**src/lcdPkg.sv**
```systemverilog
package lcdPkg;

    localparam int unsigned WAIT_W = 16;

    // all waits in USER_CLK cycles, scaled down for simulation
    localparam logic [WAIT_W-1:0] POWER_WAIT = 16'd100;
    localparam logic [WAIT_W-1:0] E_PULSE = 16'd4;
    localparam logic [WAIT_W-1:0] NIBBLE_GAP = 16'd3;
    localparam logic [WAIT_W-1:0] BYTE_WAIT = 16'd12;
    localparam logic [WAIT_W-1:0] CLEAR_WAIT = 16'd40;   // clear takes far longer on the panel

    localparam logic [7:0] CMD_FUNCTION = 8'h28;     // 4-bit bus, two lines, 5x8 font
    localparam logic [7:0] CMD_ENTRY = 8'h06;        // increment, no shift
    localparam logic [7:0] CMD_DISPLAY_ON = 8'h0C;   // cursor and blink off
    localparam logic [7:0] CMD_CLEAR = 8'h01;
    localparam logic [7:0] CMD_HOME = 8'h80;         // ddram address 0

    localparam int unsigned LINE_CHARS = 16;
    localparam int unsigned CHAR_IDX_W = $clog2(LINE_CHARS);
    localparam logic [CHAR_IDX_W-1:0] CHAR_LAST = CHAR_IDX_W'(LINE_CHARS - 1);

    // one byte for the panel
    typedef struct packed {
        logic       isData;   // selects rs
        logic [7:0] value;
    } lcdWrite;

    // pins of the character module
    typedef struct packed {
        logic       rs;
        logic       rw;
        logic       e;
        logic [3:0] data;     // db7..db4
    } lcdBus;

endpackage

```
**src/boardPkg.sv**
```systemverilog
package boardPkg;

    localparam int unsigned NUM_SWITCHES = 8;      // 4 push buttons and 4 dip switches
    localparam int unsigned SAMPLE_DIV = 4;        // kept short for simulation
    localparam int unsigned DEBOUNCE_SAMPLES = 4;
    localparam int unsigned PHI_DIV = 64;

    // counter widths and terminal counts
    localparam int unsigned SAMPLE_W = $clog2(SAMPLE_DIV);
    localparam int unsigned PHI_W = $clog2(PHI_DIV);
    localparam int unsigned DEBOUNCE_W = $clog2(DEBOUNCE_SAMPLES);
    localparam logic [SAMPLE_W-1:0] SAMPLE_LAST = SAMPLE_W'(SAMPLE_DIV - 1);
    localparam logic [PHI_W-1:0] PHI_LAST = PHI_W'(PHI_DIV - 1);
    localparam logic [DEBOUNCE_W-1:0] DEBOUNCE_LAST = DEBOUNCE_W'(DEBOUNCE_SAMPLES - 1);

    // position of each input in the switch vector
    localparam int unsigned SW_DISPLAY = 0;    // north button
    localparam int unsigned SW_CLEAR = 1;      // east button
    localparam int unsigned SW_SO = 2;         // south button
    localparam int unsigned SW_LCDRESET = 3;   // west button
    localparam int unsigned SW_RDY = 4;        // dip 1
    localparam int unsigned SW_IRQ = 5;        // dip 2
    localparam int unsigned SW_NMI = 6;        // dip 3
    localparam int unsigned SW_RES = 7;        // dip 4

    typedef struct packed {
        logic [7:0] accum;
        logic [7:0] xReg;
        logic [7:0] yReg;
        logic [7:0] opcode;
        logic [7:0] addrLow;
        logic       sync;
    } cpuStatus;

    // active-low names follow the 6502 pins
    typedef struct packed {
        logic rdy;
        logic irqL;
        logic nmiL;
        logic resL;
        logic so;
    } cpuControl;

endpackage
```
**src/cpuTestHarness.sv**
```systemverilog
`timescale 1ns/10ps

module cpuTestHarness (
    input  logic                              USER_CLK,
    input  logic                              reset,
    input  logic [boardPkg::NUM_SWITCHES-1:0] switches,
    input  boardPkg::cpuStatus                status,
    output boardPkg::cpuControl               control,
    output logic                              phi0,
    output lcdPkg::lcdBus                     lcd,
    output logic [7:0]                        ledLow,
    output logic                              ledN,
    output logic                              ledW
);

    logic sampleTick;
    logic [boardPkg::NUM_SWITCHES-1:0] debounced;
    logic displayReq;
    logic clearReq;
    logic lcdReset;
    logic writeStart;
    logic writeDone;
    logic initDone;
    logic formatterBusy;     // probed by the testbench
    lcdPkg::lcdWrite lcdWord;

    tickGen ticks (
        .USER_CLK   (USER_CLK),
        .reset      (reset),
        .sampleTick (sampleTick),
        .phiTick    (phi0)
    );

    // one debouncer per button and dip switch
    for (genvar i = 0; i < boardPkg::NUM_SWITCHES; i++) begin : gDebounce
        inputDebouncer deb (
            .USER_CLK   (USER_CLK),
            .reset      (reset),
            .sampleTick (sampleTick),
            .raw        (switches[i]),
            .stable     (debounced[i])
        );
    end

    buttonDecoder decoder (
        .USER_CLK   (USER_CLK),
        .reset      (reset),
        .switches   (debounced),
        .displayReq (displayReq),
        .clearReq   (clearReq),
        .lcdReset   (lcdReset),
        .control    (control)
    );

    snapshotFormatter formatter (
        .USER_CLK   (USER_CLK),
        .reset      (reset),
        .displayReq (displayReq),
        .clearReq   (clearReq),
        .status     (status),
        .initDone   (initDone),
        .writeDone  (writeDone),
        .writeStart (writeStart),
        .write      (lcdWord),
        .busy       (formatterBusy)
    );

    lcdDriver panel (
        .USER_CLK   (USER_CLK),
        .reset      (reset),
        .lcdReset   (lcdReset),
        .writeStart (writeStart),
        .write      (lcdWord),
        .writeDone  (writeDone),
        .initDone   (initDone),
        .bus        (lcd)
    );

    assign ledLow = status.addrLow;
    assign ledN = status.sync;
    assign ledW = initDone;     // lit once the panel is ready

endmodule

```
**src/lcdDriver.sv**
```systemverilog
`timescale 1ns/10ps

module lcdDriver (
    input  logic            USER_CLK,
    input  logic            reset,
    input  logic            lcdReset,
    input  logic            writeStart,
    input  lcdPkg::lcdWrite write,
    output logic            writeDone,
    output logic            initDone,
    output lcdPkg::lcdBus   bus
);

    typedef enum logic [2:0] {
        ST_POWER,
        ST_SETUP,
        ST_PULSE,
        ST_HOLD,
        ST_IDLE
    } drvState;

    drvState state;
    logic [lcdPkg::WAIT_W-1:0] waitCnt;
    lcdPkg::lcdWrite cur;      // byte on the bus
    logic lowPhase;            // low nibble in flight
    logic [2:0] initStep;
    logic singleNibble;
    logic isClear;

    // power-up script, first four entries send only their high nibble
    function automatic lcdPkg::lcdWrite initEntry(input logic [2:0] step);
        lcdPkg::lcdWrite entry;
        entry.isData = 1'b0;
        case (step)
            3'd0, 3'd1, 3'd2: entry.value = 8'h30;   // wake up in 8-bit mode
            3'd3: entry.value = 8'h20;               // now 4-bit
            3'd4: entry.value = lcdPkg::CMD_FUNCTION;
            3'd5: entry.value = lcdPkg::CMD_ENTRY;
            3'd6: entry.value = lcdPkg::CMD_DISPLAY_ON;
            default: entry.value = lcdPkg::CMD_CLEAR;
        endcase
        return entry;
    endfunction

    assign singleNibble = !initDone && !initStep[2];
    assign isClear = !cur.isData && (cur.value == lcdPkg::CMD_CLEAR);

    assign bus.rs = cur.isData;
    assign bus.rw = 1'b0;                  // write only, busy flag never read
    assign bus.e = (state == ST_PULSE);
    assign bus.data = lowPhase ? cur.value[3:0] : cur.value[7:4];

    always_ff @(posedge USER_CLK) begin
        if (reset || lcdReset) begin
            state <= ST_POWER;
            waitCnt <= lcdPkg::POWER_WAIT - 1'b1;
            cur <= '0;
            lowPhase <= 1'b0;
            initStep <= '0;
            initDone <= 1'b0;
            writeDone <= 1'b0;
        end else begin
            writeDone <= 1'b0;
            case (state)
                ST_POWER: begin
                    if (waitCnt == '0) begin
                        cur <= initEntry(initStep);
                        state <= ST_SETUP;
                    end else begin
                        waitCnt <= waitCnt - 1'b1;
                    end
                end
                ST_SETUP: begin   // rs and data settle with e low
                    waitCnt <= lcdPkg::E_PULSE - 1'b1;
                    state <= ST_PULSE;
                end
                ST_PULSE: begin
                    if (waitCnt != '0) begin
                        waitCnt <= waitCnt - 1'b1;
                    end else begin
                        if (!lowPhase && !singleNibble) begin
                            waitCnt <= lcdPkg::NIBBLE_GAP - 1'b1;
                        end else if (isClear) begin
                            waitCnt <= lcdPkg::CLEAR_WAIT - 1'b1;
                        end else begin
                            waitCnt <= lcdPkg::BYTE_WAIT - 1'b1;
                        end
                        state <= ST_HOLD;
                    end
                end
                ST_HOLD: begin
                    if (waitCnt != '0) begin
                        waitCnt <= waitCnt - 1'b1;
                    end else if (!lowPhase && !singleNibble) begin
                        lowPhase <= 1'b1;          // second half of the byte
                        state <= ST_SETUP;
                    end else if (initDone) begin
                        writeDone <= 1'b1;
                        state <= ST_IDLE;
                    end else if (initStep == 3'd7) begin
                        initDone <= 1'b1;
                        state <= ST_IDLE;
                    end else begin
                        initStep <= initStep + 3'd1;
                        cur <= initEntry(initStep + 3'd1);
                        lowPhase <= 1'b0;
                        state <= ST_SETUP;
                    end
                end
                ST_IDLE: begin
                    if (writeStart) begin
                        cur <= write;
                        lowPhase <= 1'b0;
                        state <= ST_SETUP;
                    end
                end
                default: state <= ST_POWER;
            endcase
        end
    end

    // enable width seen on the pin
    ePulseWidth: assert property (@(posedge USER_CLK) disable iff (reset || lcdReset)
        $rose(bus.e) |-> bus.e [*lcdPkg::E_PULSE] ##1 !bus.e);

endmodule

```
**src/snapshotFormatter.sv**
```systemverilog
`timescale 1ns/10ps

module snapshotFormatter (
    input  logic               USER_CLK,
    input  logic               reset,
    input  logic               displayReq,
    input  logic               clearReq,
    input  boardPkg::cpuStatus status,
    input  logic               initDone,
    input  logic               writeDone,
    output logic               writeStart,
    output lcdPkg::lcdWrite    write,
    output logic               busy
);

    typedef enum logic [1:0] {
        FMT_IDLE,
        FMT_ISSUE,
        FMT_WAIT
    } fmtState;

    fmtState state;
    logic [3:0][7:0] snap;                       // accum, x, y, opcode from index 0 up
    logic [lcdPkg::CHAR_IDX_W-1:0] charIdx;      // next character on the line
    logic lastWrite;

    function automatic logic [7:0] hexChar(input logic [3:0] nib);
        if (nib < 4'd10) begin
            return 8'h30 + {4'h0, nib};          // '0'..'9'
        end
        return 8'h37 + {4'h0, nib};              // 'A'..'F'
    endfunction

    // four fields of four chars: tag, two hex digits, space
    function automatic logic [7:0] lineChar(input logic [lcdPkg::CHAR_IDX_W-1:0] idx,
                                            input logic [3:0][7:0] regs);
        logic [7:0] field;
        logic [7:0] tag;
        field = regs[idx[3:2]];
        case (idx[3:2])
            2'd0: tag = 8'h41;    // A
            2'd1: tag = 8'h58;    // X
            2'd2: tag = 8'h59;    // Y
            default: tag = 8'h4F; // O
        endcase
        case (idx[1:0])
            2'd0: return tag;
            2'd1: return hexChar(field[7:4]);
            2'd2: return hexChar(field[3:0]);
            default: return 8'h20;
        endcase
    endfunction

    assign writeStart = (state == FMT_ISSUE);
    assign busy = (state != FMT_IDLE);

    always_ff @(posedge USER_CLK) begin
        if (reset) begin
            state <= FMT_IDLE;
            charIdx <= '0;
            lastWrite <= 1'b0;
        end else if (!initDone) begin
            state <= FMT_IDLE;   // panel restarting, the transfer is lost
        end else begin
            case (state)
                FMT_IDLE: begin
                    if (clearReq) begin   // clear beats display
                        write <= '{isData: 1'b0, value: lcdPkg::CMD_CLEAR};
                        lastWrite <= 1'b1;
                        state <= FMT_ISSUE;
                    end else if (displayReq) begin
                        snap <= {status.opcode, status.yReg, status.xReg, status.accum};
                        write <= '{isData: 1'b0, value: lcdPkg::CMD_HOME};
                        charIdx <= '0;
                        lastWrite <= 1'b0;
                        state <= FMT_ISSUE;
                    end
                end
                FMT_ISSUE: state <= FMT_WAIT;
                FMT_WAIT: begin
                    if (writeDone) begin
                        if (lastWrite) begin
                            state <= FMT_IDLE;
                        end else begin
                            write <= '{isData: 1'b1, value: lineChar(charIdx, snap)};
                            lastWrite <= (charIdx == lcdPkg::CHAR_LAST);
                            charIdx <= charIdx + 1'b1;
                            state <= FMT_ISSUE;
                        end
                    end
                end
                default: state <= FMT_IDLE;
            endcase
        end
    end

    // the driver takes one byte at a time
    oneWriteInFlight: assert property (@(posedge USER_CLK) disable iff (reset || !initDone)
        writeStart |=> !writeStart until writeDone);

endmodule

```
**src/buttonDecoder.sv**
```systemverilog
`timescale 1ns/10ps

module buttonDecoder (
    input  logic                              USER_CLK,
    input  logic                              reset,
    input  logic [boardPkg::NUM_SWITCHES-1:0] switches,
    output logic                              displayReq,
    output logic                              clearReq,
    output logic                              lcdReset,
    output boardPkg::cpuControl               control
);

    logic displayPrev;
    logic clearPrev;

    always_ff @(posedge USER_CLK) begin
        if (reset) begin
            displayPrev <= 1'b0;
            clearPrev <= 1'b0;
            displayReq <= 1'b0;
            clearReq <= 1'b0;
            lcdReset <= 1'b0;
            control <= '0;     // resL low keeps the core in reset
        end else begin
            displayPrev <= switches[boardPkg::SW_DISPLAY];
            clearPrev <= switches[boardPkg::SW_CLEAR];

            // press edges only
            displayReq <= switches[boardPkg::SW_DISPLAY] & ~displayPrev;
            clearReq <= switches[boardPkg::SW_CLEAR] & ~clearPrev;

            lcdReset <= switches[boardPkg::SW_LCDRESET];

            // dip switches drive the pins as levels
            control.rdy <= switches[boardPkg::SW_RDY];
            control.irqL <= switches[boardPkg::SW_IRQ];
            control.nmiL <= switches[boardPkg::SW_NMI];
            control.resL <= switches[boardPkg::SW_RES];
            control.so <= switches[boardPkg::SW_SO];   // set overflow, momentary
        end
    end

    // debounced edges share one sample strobe, so requests never come back to back
    noBackToBack: assert property (@(posedge USER_CLK) disable iff (reset)
        (displayReq || clearReq) |=> !(displayReq || clearReq));

endmodule

```
**src/inputDebouncer.sv**
```systemverilog
`timescale 1ns/10ps

module inputDebouncer (
    input  logic USER_CLK,
    input  logic reset,
    input  logic sampleTick,
    input  logic raw,
    output logic stable
);

    logic syncA;
    logic syncB;
    logic [boardPkg::DEBOUNCE_W-1:0] agreeCnt;   // samples that disagree with stable

    always_ff @(posedge USER_CLK) begin
        if (reset) begin
            syncA <= 1'b0;
            syncB <= 1'b0;
            agreeCnt <= '0;
            stable <= 1'b0;
        end else begin
            syncA <= raw;      // raw pin is asynchronous
            syncB <= syncA;
            if (sampleTick) begin
                if (syncB == stable) begin
                    agreeCnt <= '0;    // bounce back, start over
                end else if (agreeCnt == boardPkg::DEBOUNCE_LAST) begin
                    stable <= syncB;
                    agreeCnt <= '0;
                end else begin
                    agreeCnt <= agreeCnt + 1'b1;
                end
            end
        end
    end

    // new level only ever lands right after a sample strobe
    stableFollowsTick: assert property (@(posedge USER_CLK) disable iff (reset)
        $changed(stable) |-> $past(sampleTick));

endmodule

```
**src/tickGen.sv**
```systemverilog
`timescale 1ns/10ps

module tickGen (
    input  logic USER_CLK,
    input  logic reset,
    output logic sampleTick,
    output logic phiTick
);

    logic [boardPkg::SAMPLE_W-1:0] sampleCnt;
    logic [boardPkg::PHI_W-1:0] phiCnt;

    // both dividers restart together when reset drops
    always_ff @(posedge USER_CLK) begin
        if (reset) begin
            sampleCnt <= '0;
            phiCnt <= '0;
        end else begin
            if (sampleCnt == boardPkg::SAMPLE_LAST) begin
                sampleCnt <= '0;
            end else begin
                sampleCnt <= sampleCnt + 1'b1;
            end

            if (phiCnt == boardPkg::PHI_LAST) begin
                phiCnt <= '0;
            end else begin
                phiCnt <= phiCnt + 1'b1;
            end
        end
    end

    assign sampleTick = (sampleCnt == boardPkg::SAMPLE_LAST);  // debounce sample strobe
    assign phiTick = (phiCnt == boardPkg::PHI_LAST);            // one processor phase

endmodule

```
**config.mk**
```make
export PLATFORM = sky130hd
export DESIGN_NAME = cpuTestHarness
export DESIGN_NICKNAME = d
export VERILOG_FILES = /design/src/lcdPkg.sv /design/src/boardPkg.sv /design/src/cpuTestHarness.sv /design/src/lcdDriver.sv /design/src/snapshotFormatter.sv /design/src/buttonDecoder.sv /design/src/inputDebouncer.sv /design/src/tickGen.sv
export SDC_FILE = /design/constraint.sdc
export NUM_CORES = 1
export LEC_CHECK = 0
export ABC_AREA = 1
export BUFFER_PORTS_ARGS = -buffer_cell sky130_fd_sc_hd__buf_2
export CAP_MARGIN = 20
export CORE_MARGIN = 2
export CORE_UTILIZATION = 33
export DETAILED_ROUTE_END_ITERATION = 8
export SKIP_CTS_REPAIR_TIMING = 1
export SLEW_MARGIN = 10
export SYNTH_ARGS = -nofsm -noshare
export SYNTH_HDL_FRONTEND = slang
export SYNTH_SLANG_ARGS = --single-unit
```
**constraint.sdc**
```tcl
create_clock -name USER_CLK -period 11.3 [get_ports USER_CLK]
set_input_delay 1.13 -clock USER_CLK [delete_from_list [all_inputs] [get_ports USER_CLK]]
set_output_delay 1.13 -clock USER_CLK [all_outputs]
set_load 0.01 [all_outputs]
```
# Yosys cells after proc, flatten, opt, wreduce, memory -nomap -nowiden
# Cells that the tools add are included.
# totals
register_bits,140
in_bits,51
elab_cells,296
# classes
add_sub_neg,17
n_lt_le_gt_ge,3
n_eq_ne,59
muxes,91
bitwise,19
n_reduce_logical,46
# ops
op,n
9-bit 2-to-1 mux,10
16-bit 2-to-1 mux,4
16-bit one-hot mux with 4 select lines,1
6-bit one-hot mux with 5 select lines,2
8-bit 2-to-1 mux,5
2-bit 2-to-1 mux,19
3-bit AND reduction,10
6-bit by 4-bit adder with 7-bit output (first input constant),4
1-bit 2-to-1 mux,27
9-bit one-hot mux with 3 select lines,1
2-bit == test (second input constant),12
3-bit == test (second input constant),8
8-bit one-hot mux with 3 select lines,1
3-bit 2-to-1 mux,7
4-bit 2-to-1 mux,5
2-bit inequality test (second input constant),10
2-bit by 1-bit adder with 2-bit output (second input constant),9
3-bit by 2-bit == test with 1-bit output (second input constant),6
9-bit one-hot mux with 2 select lines,1
1-bit NOT,17
8-bit binary-select mux with 2-bit select,1
16-bit logical NOT,1
16-bit nonzero test,1
16-bit by 1-bit subtractor with 16-bit output (second input constant),1
37 further kinds,72

# Logic depth before layout (Yosys ltp)
# Gate-level depths: netlist (run 1).
# depth
ltp_word,15
mapped_depth,14

# Cells and area by module
# A second synthesis (run 1) with hierarchy kept.
# hier_totals
cells_unflattened,910
hier_area_um2,7053.0
# modules_own_cells
mod,n_inst,cells_per_inst,area_each_um2,seq_area_each_um2
snapshotFormatter,1,251,2422.3,1371.3
lcdDriver,1,378,2329.7,680.7
inputDebouncer,8,26,205.2,100.1
tickGen,1,35,320.3,160.2
buttonDecoder,1,29,271.5,200.2
cpuTestHarness,1,9,67.6,0.0

# Least setup slack after synthesis (run 1)
# Ideal clock, no wire load.
# synth_path
kind,input port to flip-flop
start,input reset
end,"register formatter.snap[0] (netlist bit), enable pin"
setup_time_ns,0.502
arrival_time_ns,4.417
required_ns,10.798
setup_slack_ns,6.382
path_stages,3
n_path_buf,0
path_cell_list,clkinv_1 -> nand2_1 -> nor4_1
# synth_via
elab_chain_len,2
# synth_rtl
item,line,source
"start, declared",cpuTestHarness.sv:5,"input logic reset,"
1-bit NOT (no line),n/a,
5-bit AND reduction (no line),n/a,
"end signal, assigned",snapshotFormatter.sv:72,"snap <= {status.opcode, status.yReg, status.xReg, status.accum};"
"end, declared",snapshotFormatter.sv:23,logic [3:0][7:0] snap;
# Every way passes these cells.
# A chain may end at the register's enable or synchronous reset.

# Worst setup path after layout (run 1)
# layout_path
start,input reset
end,"register formatter.snap[26] (netlist bit), enable pin"
# The elaborated chain is that of the path after synthesis.

==> results of run 1 <==
-- state kept, by name, indices dropped and copies added, names as in the netlist, 2 cells and up --
| register | count |
|---|---|
| decoder.control | 5 |
| formatter.charIdx | 4 |
| formatter.snap | 32 |
| formatter.state | 2 |
| formatter.write | 9 |
| gDebounce.deb.agreeCnt | 16 |
| gDebounce.deb.stable | 8 |
| gDebounce.deb.syncA | 8 |
| gDebounce.deb.syncB | 8 |
| panel.cur | 8 |
| panel.initStep | 3 |
| panel.state | 3 |
| panel.waitCnt | 16 |
| ticks.phiCnt | 6 |
| ticks.sampleCnt | 2 |
-- final cells by class --
| class | instances | area [um2] |
|---|---|---|
| Inverter | 118 | 457 |
| Sequential cell | 140 | 3210 |
| Clock buffer | 18 | 439 |
| Clock inverter | 14 | 124 |
| Multi-Input combinational cell | 567 | 3010 |
| Fill cell | 2038 | 12400 |
| Tap cell | 270 | 338 |
| Timing Repair Buffer | 56 | 283 |
-- Yosys cell counts, types with 2 or more instances --
| library cell | instances | share of area (%) |
|---|---|---|
| nand2_1 | 193 | 11 |
| buf_2 | 5 | 0.37 |
| a32o_1 | 4 | 0.59 |
| nand3_1 | 60 | 4.4 |
| xor2_1 | 11 | 1.4 |
| nand2_2 | 6 | 0.55 |
| nand4_1 | 16 | 1.5 |
| o211ai_1 | 2 | 0.22 |
| o21ai_0 | 49 | 3.6 |
| nor2_1 | 90 | 4.9 |
| clkinv_1 | 2 | 0.11 |
| nand3b_1 | 2 | 0.22 |
| inv_1 | 105 | 5.8 |
| nand3_4 | 3 | 0.77 |
| clkinv_2 | 3 | 0.22 |
| dfxtp_1 | 99 | 29 |
| a211oi_1 | 2 | 0.22 |
| inv_2 | 5 | 0.28 |
| nand2_4 | 6 | 0.99 |
| buf_4 | 12 | 1.3 |
| nor2_4 | 4 | 0.66 |
| buf_1 | 2 | 0.11 |
| nor3b_1 | 2 | 0.22 |
| a21oi_1 | 34 | 2.5 |
| o2111ai_1 | 2 | 0.26 |
| edfxtp_1 | 41 | 18 |
| ha_1 | 30 | 5.5 |
| inv_4 | 2 | 0.18 |
| nor2_2 | 22 | 2.0 |
| nor3_1 | 14 | 1.0 |
| clkbuf_1 | 6 | 0.33 |
-- critical path, cell delays in order --
cell      delay [ps]
buf_2            570
clkinv_1         680
nand2_1          260
nor4_2            70
buf_4            260
-- cell usage in the layout, fill, tap and decap left out, types with 5 or more instances in the layout --
| cell type | count |
|---|---|
| a21oi_1 | 34 |
| buf_2 | 55 |
| clkbuf_16 | 17 |
| dfxtp_1 | 99 |
| edfxtp_1 | 41 |
| ha_1 | 30 |
| inv_1 | 105 |
| inv_2 | 5 |
| inv_6 | 7 |
| nand2_1 | 193 |
| nand2_2 | 6 |
| nand2_4 | 6 |
| nand3_1 | 60 |
| nand4_1 | 16 |
| nor2_1 | 90 |
| nor2_2 | 22 |
| nor3_1 | 14 |
| o21ai_0 | 49 |
| xor2_1 | 11 |
-- final timing paths --
check / start / end / slack, ps / depth (start not counted)
hold reg to reg: decoder.displayPrev$_SDFF_PP0_ / decoder.displayReq$_SDFF_PP0_ / 390 / 1
setup reg to reg: formatter.charIdx[2]$_SDFFE_PP0P_ / formatter.write[2]$_SDFFCE_PN0P_ / 8750 / 11
hold / removal: decoder.displayPrev$_SDFF_PP0_ / decoder.displayReq$_SDFF_PP0_ / 390 / 1
setup / recovery: reset / formatter.snap[26]$_DFFE_PP_ / 8430 / 5
-- cells by family after synthesis --
family,Yosys count,share of synthesized area (%)
XOR/XNOR,12,1.54
adder cells (fa/ha/maj),30,5.50
AND/OR/NAND/NOR,425,28.7
other,1,0.0549
buffers and inverters,144,8.98
flip-flops,140,47.1
AO/OA/AOI/OAI,99,8.12
-- routing by layer --
metal / track usage, % / share of wire (%) / wire [um] / vias to the layer above
li1: - / - / - / 2840
met2: 21.1 / 45 / 6080 / 85
met3: 3.18 / 4.0 / 539 / 11
met1: 17.2 / 49 / 6580 / 2410
met4: 5.52 / 1.5 / 201 / 0
met5: 0 / 0 / 0 / -
-- report_power, final --
part | switching [mW] | total (mW) | leakage [nW] | internal [mW]
Sequential | 0.0337 | 0.587 | 1.18 | 0.553
Combinational | 0.226 | 0.347 | 1.93 | 0.121
Clock | 0.236 | 0.531 | 0.274 | 0.295
Total | 0.496 | 1.46 | 3.38 | 0.969
-- stage by stage --
stage / instance area (um2) / power (mW)
final: 7860 / 1.46
after floorplan: 6830 / 0.877
after global placement: 7290 / 0.944
after CTS: 7850 / 1.48
after detailed placement: 7290 / 0.947
after global routing: 7860 / 1.56
==> impl_results.md, run 1 <==
- Sink Count: 140
- Cell count after synthesis: approximately 850
- Worst setup margin: approximately 8400 ps
- Post-Synthesis Cell Area: ~7000 um2
- Initial Util: between 30 and 40%
- Final Max Slew Viols: 0
- CP Capture Type: flip-flop
- Final HPWL DP: 9.49 mm
- FMAX: about 350 MHz
- Util after Layout: between 30% and 40%
- Worst Tran Pin Value: 842 ps
- Max-Slew Margin vs Limit: between 40 and 50%
- Die area: 21800 um2
- Placed insts: ~1.2k
- Worst VDD drop: between 0.1 and 0.15 mV
- Total grt overflow: 0
- CP Launch Type: input port
- Fin crit share: roughly a quarter
- Leakage: approximately 3.4 nW
- Clk_skew: slightly above 8 ps
- Site Rows: between 50 and 60
- Avg Inst Size Synth: around 8 um2
- Final non-filler cell total: ~1.2k
- Max_cap viols: 0
- Num CTS Buffers: 17
- Pin count of the biggest net entering global routing: 40
- Final net count: 981
- Seq/Total Area, Yosys: around 47%
- Synth cell types: between 40 and 50
- I/O pins: 74
- N_diodes: 0
- Die Y: about 150 um
- Total number of vias: between 5k and 6k
- WL/cell: ~11 um
- Worst min-delay path category: flip-flop to flip-flop
- Die Width: roughly 150 um
- Final Hold Viols: 0
- DRC: 0
- Worst hold margin: just under 400 ps
- RD Place Congestion: about 0.85
- Iter 0 DRT Violations: roughly 380
- Asr flop ratio synth: 0%
- Number of flops mapped to enable cells by yosys: approximately 40
- Initial antenna violation count: 0
- RSZ-0062 raised after global routing: no
- Buffers on Ports: 54
- DR pass1 iterations: 5
- Required @ worst endpoint: between 10000 and 15000 ps
- Fin crit period: 2870 ps
- Share of cells above drive strength 1: 16.0%
- Detailed-route vias per instance: 4.52
- Buffer depth of the longest clock path: 2
- Power per cell area: between 150 and 200 nW/um2
- CTS root buf: clkbuf_16
- Core area: between 20000 and 25000 um2
- First-pass GRT wire length: approximately 24 mm
- Vias in the first global route: 5174
- CTS tree: done
- Crit path max fanout: 39
- Syn Nets: about 930
- Top FF cell, synth: dfxtp_1
- Seq cells post-synth: between 100 and 150
- Synth Warn #: 0
- CTS H-tree depth: 4
- Post-place setup slack: between 7000 and 8000 ps
- Final setup viols: 0
- Layout area overhead: 15.1%
- Final wirelength: approximately 13 mm
- Crit path kind: input port to flip-flop
- Antenna-violating nets left: 0
- Clock latency on the worst-skew pair: ~420 ps
- GRT Total Usage: roughly an eighth
- Clk pin slew, worst setup/hold paths: approximately 60 ps
- Status: finished clean
- Setup TNS Final: 0 ps
- Critical Path AT: 3010 ps
Power figures use the tool's default switching activity.
==> inputs of run 2 (changes only) <==
==> constraint.sdc (replaced) <==
create_clock -name USER_CLK -period 2.75 [get_ports USER_CLK]
set_input_delay 0.275 -clock USER_CLK [delete_from_list [all_inputs] [get_ports USER_CLK]]
set_output_delay 0.275 -clock USER_CLK [all_outputs]
set_load 0.01 [all_outputs]
==> impl_results.md, run 2 (synthesis results as in run 1) <==
- Final wirelength: approximately 13 mm
- Max_cap viols: 0
- Multi-input logic area: around 3000 um2
- CP top delay family: flip-flops
- Clk pin slew, worst setup/hold paths: roughly 60 ps
- FF-to-FF Start: formatter.charIdx[2]$_SDFFE_PP0P_
- Switching power: roughly 2.0 mW
- Hold path endpoint: formatter.snap[3]$_DFFE_PP_
- Setup TNS Final: 0 ps
- Fin crit period: roughly 2200 ps
- Iter 0 DRT Violations: 325
- Leading cell type in the layout, fill and taps excluded: nand2_1
- Worst min-delay path category: input port to flip-flop
- Final net count: approximately 1000
- Antenna-violating nets left: 0
- Worst VDD drop: between 0.4 and 0.5 mV
- FMAX: around 470 MHz
- GRT Total Usage: 12.9%
- Core area: 20200 um2
- Commonest non-fill, non-tap cells in the layout: nand2_1, inv_1, dfxtp_1
- Detailed-route vias per instance: between 4 and 5
- First-pass GRT wire length: approximately 23 mm
- Power per cell area: approximately 800 nW/um2
- Sink Count: between 100 and 150
- Crit path kind: flip-flop to flip-flop
- Buf+Inv Stages, Crit Path: 2
- Top Registers: formatter.snap x32, gDebounce.deb.agreeCnt x16, panel.waitCnt x16
- Register share of total power: around two fifths
- Worst hold path depth: 1
- Layout area overhead: 17.2%
- CP Cell Sequence: inv_2 -> o21ai_0 -> nand2_1 -> inv_1 -> ha_1 -> nand3_1 -> nor2_1 -> nor2_1 -> nor2_1 -> a21oi_1
- FF-to-FF path depth: 10
- Largest Register: formatter.snap
- Max FFs per register: 32
- Final setup viols: 0
- CP Capture Type: flip-flop
- Fin area: about 8000 um2
- DR pass1 iterations: 4
- Final HPWL DP: 9.47 mm
- Worst flop-to-flop path endpoint: formatter.write[2]$_SDFFCE_PN0P_
- Crit path max fanout: 16
- RD Place Congestion: a little over 0.8
- Share of cells above drive strength 1: between 10% and 20%
- Total number of vias: between 5k and 6k
- Register cell area after layout: around 3200 um2
- DRC: 0
- RSZ-0062 raised after global routing: no
- Die Width: approximately 150 um
- Die area: roughly 22000 um2
- CP Launch Type: flip-flop
- Clock share of power: a little under 40%
- Die Y: between 100 and 150 um
- R2R Setup Slk: roughly 600 ps
- Final Max Slew Viols: 0
- Final Hold Viols: 0
- Num CTS Buffers: 17
- Pin count of the biggest net entering global routing: 33
- Largest stage delay, worst path: slightly above 600 ps
- Critical Path AT: around 2300 ps
- Hold Startpoint: status[36]
- Part of the power in combinational logic: approximately 23%
- Internal power: about 4.3 mW
- Status: finished clean
- Total grt overflow: 0
- Initial antenna violation count: 0
- FILL cells: 2045
- CTS H-tree depth: 4
- CTS tree: done
- Site Rows: 52
- CTS root buf: clkbuf_16
- WL/cell: 11.0 um
- Clock latency on the worst-skew pair: ~420 ps
- Vias in the first global route: around 5.2k
- Post-DP Area: around 7400 um2
- Max-Slew Margin vs Limit: 62.1%
- Leakage: approximately 3.5 nW
- Clk_skew: ~8.8 ps
- N_diodes: 0
- Most used cell along the critical path: nor2_1
- Buffers on Ports: 54
- Buffer depth of the longest clock path: 2
- Switching share of power: about 31%
- Initial Util: roughly a third
- Required @ worst endpoint: approximately 2900 ps
- Worst Tran Pin Value: 562 ps
- CP max stage cell: dfxtp_1
- I/O pins: 74
- Fin crit share: between 70 and 80%
==> run 2: changes by cell type in the layout (fill, tap and decap cells not counted), sizes merged <==
cell | previous run | this run
buf | 56 | 63
bufinv | 0 | 2
clkbuf | 18 | 22
inv | 122 | 116
==> run 2: final cells by class <==
class | instances | share of cell area (%)
clock buffer | 22 | 6.48
clock inverter | 10 | 1.52
inverter | 118 | 5.71
multi-input combinational | 567 | 37.7
sequential | 140 | 40.2
tap | 270 | 4.22
timing repair buffer | 63 | 4.22
==> run 2: stage by stage <==
stage | hold WS (ps) | std cells | worst slack (ps) | power [mW] | utilization, %
after detailed placement | 388 | 1158 | 622 | 3.90 | 36.4
after global routing | 14.5 | 1190 | 401 | 6.65 | 39.5
after global placement | 376 | 1158 | 712 | 3.88 | 36.4
after CTS | 7.55 | 1190 | 590 | 6.35 | 39.5
after floorplan | 373 | 851 | 680 | 3.61 | -
final | 29.3 | 1190 | 600 | 6.26 | 39.5
==> run 2: worst max-delay path by stage <==
stage	from	endpoint	cells after the start
floorplan	panel.initDone$_SDFFE_PP0P_	formatter.snap[0]$_DFFE_PP_	2
global placement	formatter.charIdx[2]$_SDFFE_PP0P_	formatter.write[2]$_SDFFCE_PN0P_	10
detailed placement	formatter.charIdx[2]$_SDFFE_PP0P_	formatter.write[2]$_SDFFCE_PN0P_	10
CTS	formatter.charIdx[2]$_SDFFE_PP0P_	formatter.write[2]$_SDFFCE_PN0P_	10
global route	formatter.charIdx[2]$_SDFFE_PP0P_	formatter.write[1]$_SDFFCE_PN0P_	12
finish	formatter.charIdx[2]$_SDFFE_PP0P_	formatter.write[2]$_SDFFCE_PN0P_	10
==> run 2: worst register-to-register path: cells and delay by family (launching register included) <==
family	cells	cell delay (ps)
buffers and inverters	2	330
AO/OA/AOI/OAI	2	320
adder cells (fa/ha/maj)	1	160
AND/OR/NAND/NOR	5	470
flip-flops	1	620
==> run 2: metal layers <==
metal  part of all wire [%]  wire, um  track usage (%)  up-vias
met5                      0         0                0        -
met4                    1.8       235             5.90        0
met3                    3.8       493             2.59       19
met2                     45      5930             20.7       91
met1                     49      6460             16.8     2376
li1                       -         -                -     2855
==> run 2: power groups by stage <==
stage | Clock [mW] | Combinational [mW] | Sequential, mW
2_1_floorplan | 0 | 1.19 | 2.42
3_3_place_gp | 0 | 1.43 | 2.45
3_5_place_dp | 0 | 1.44 | 2.46
4_1_cts | 2.49 | 1.45 | 2.41
5_1_grt | 2.57 | 1.65 | 2.43
6_report | 2.42 | 1.43 | 2.41
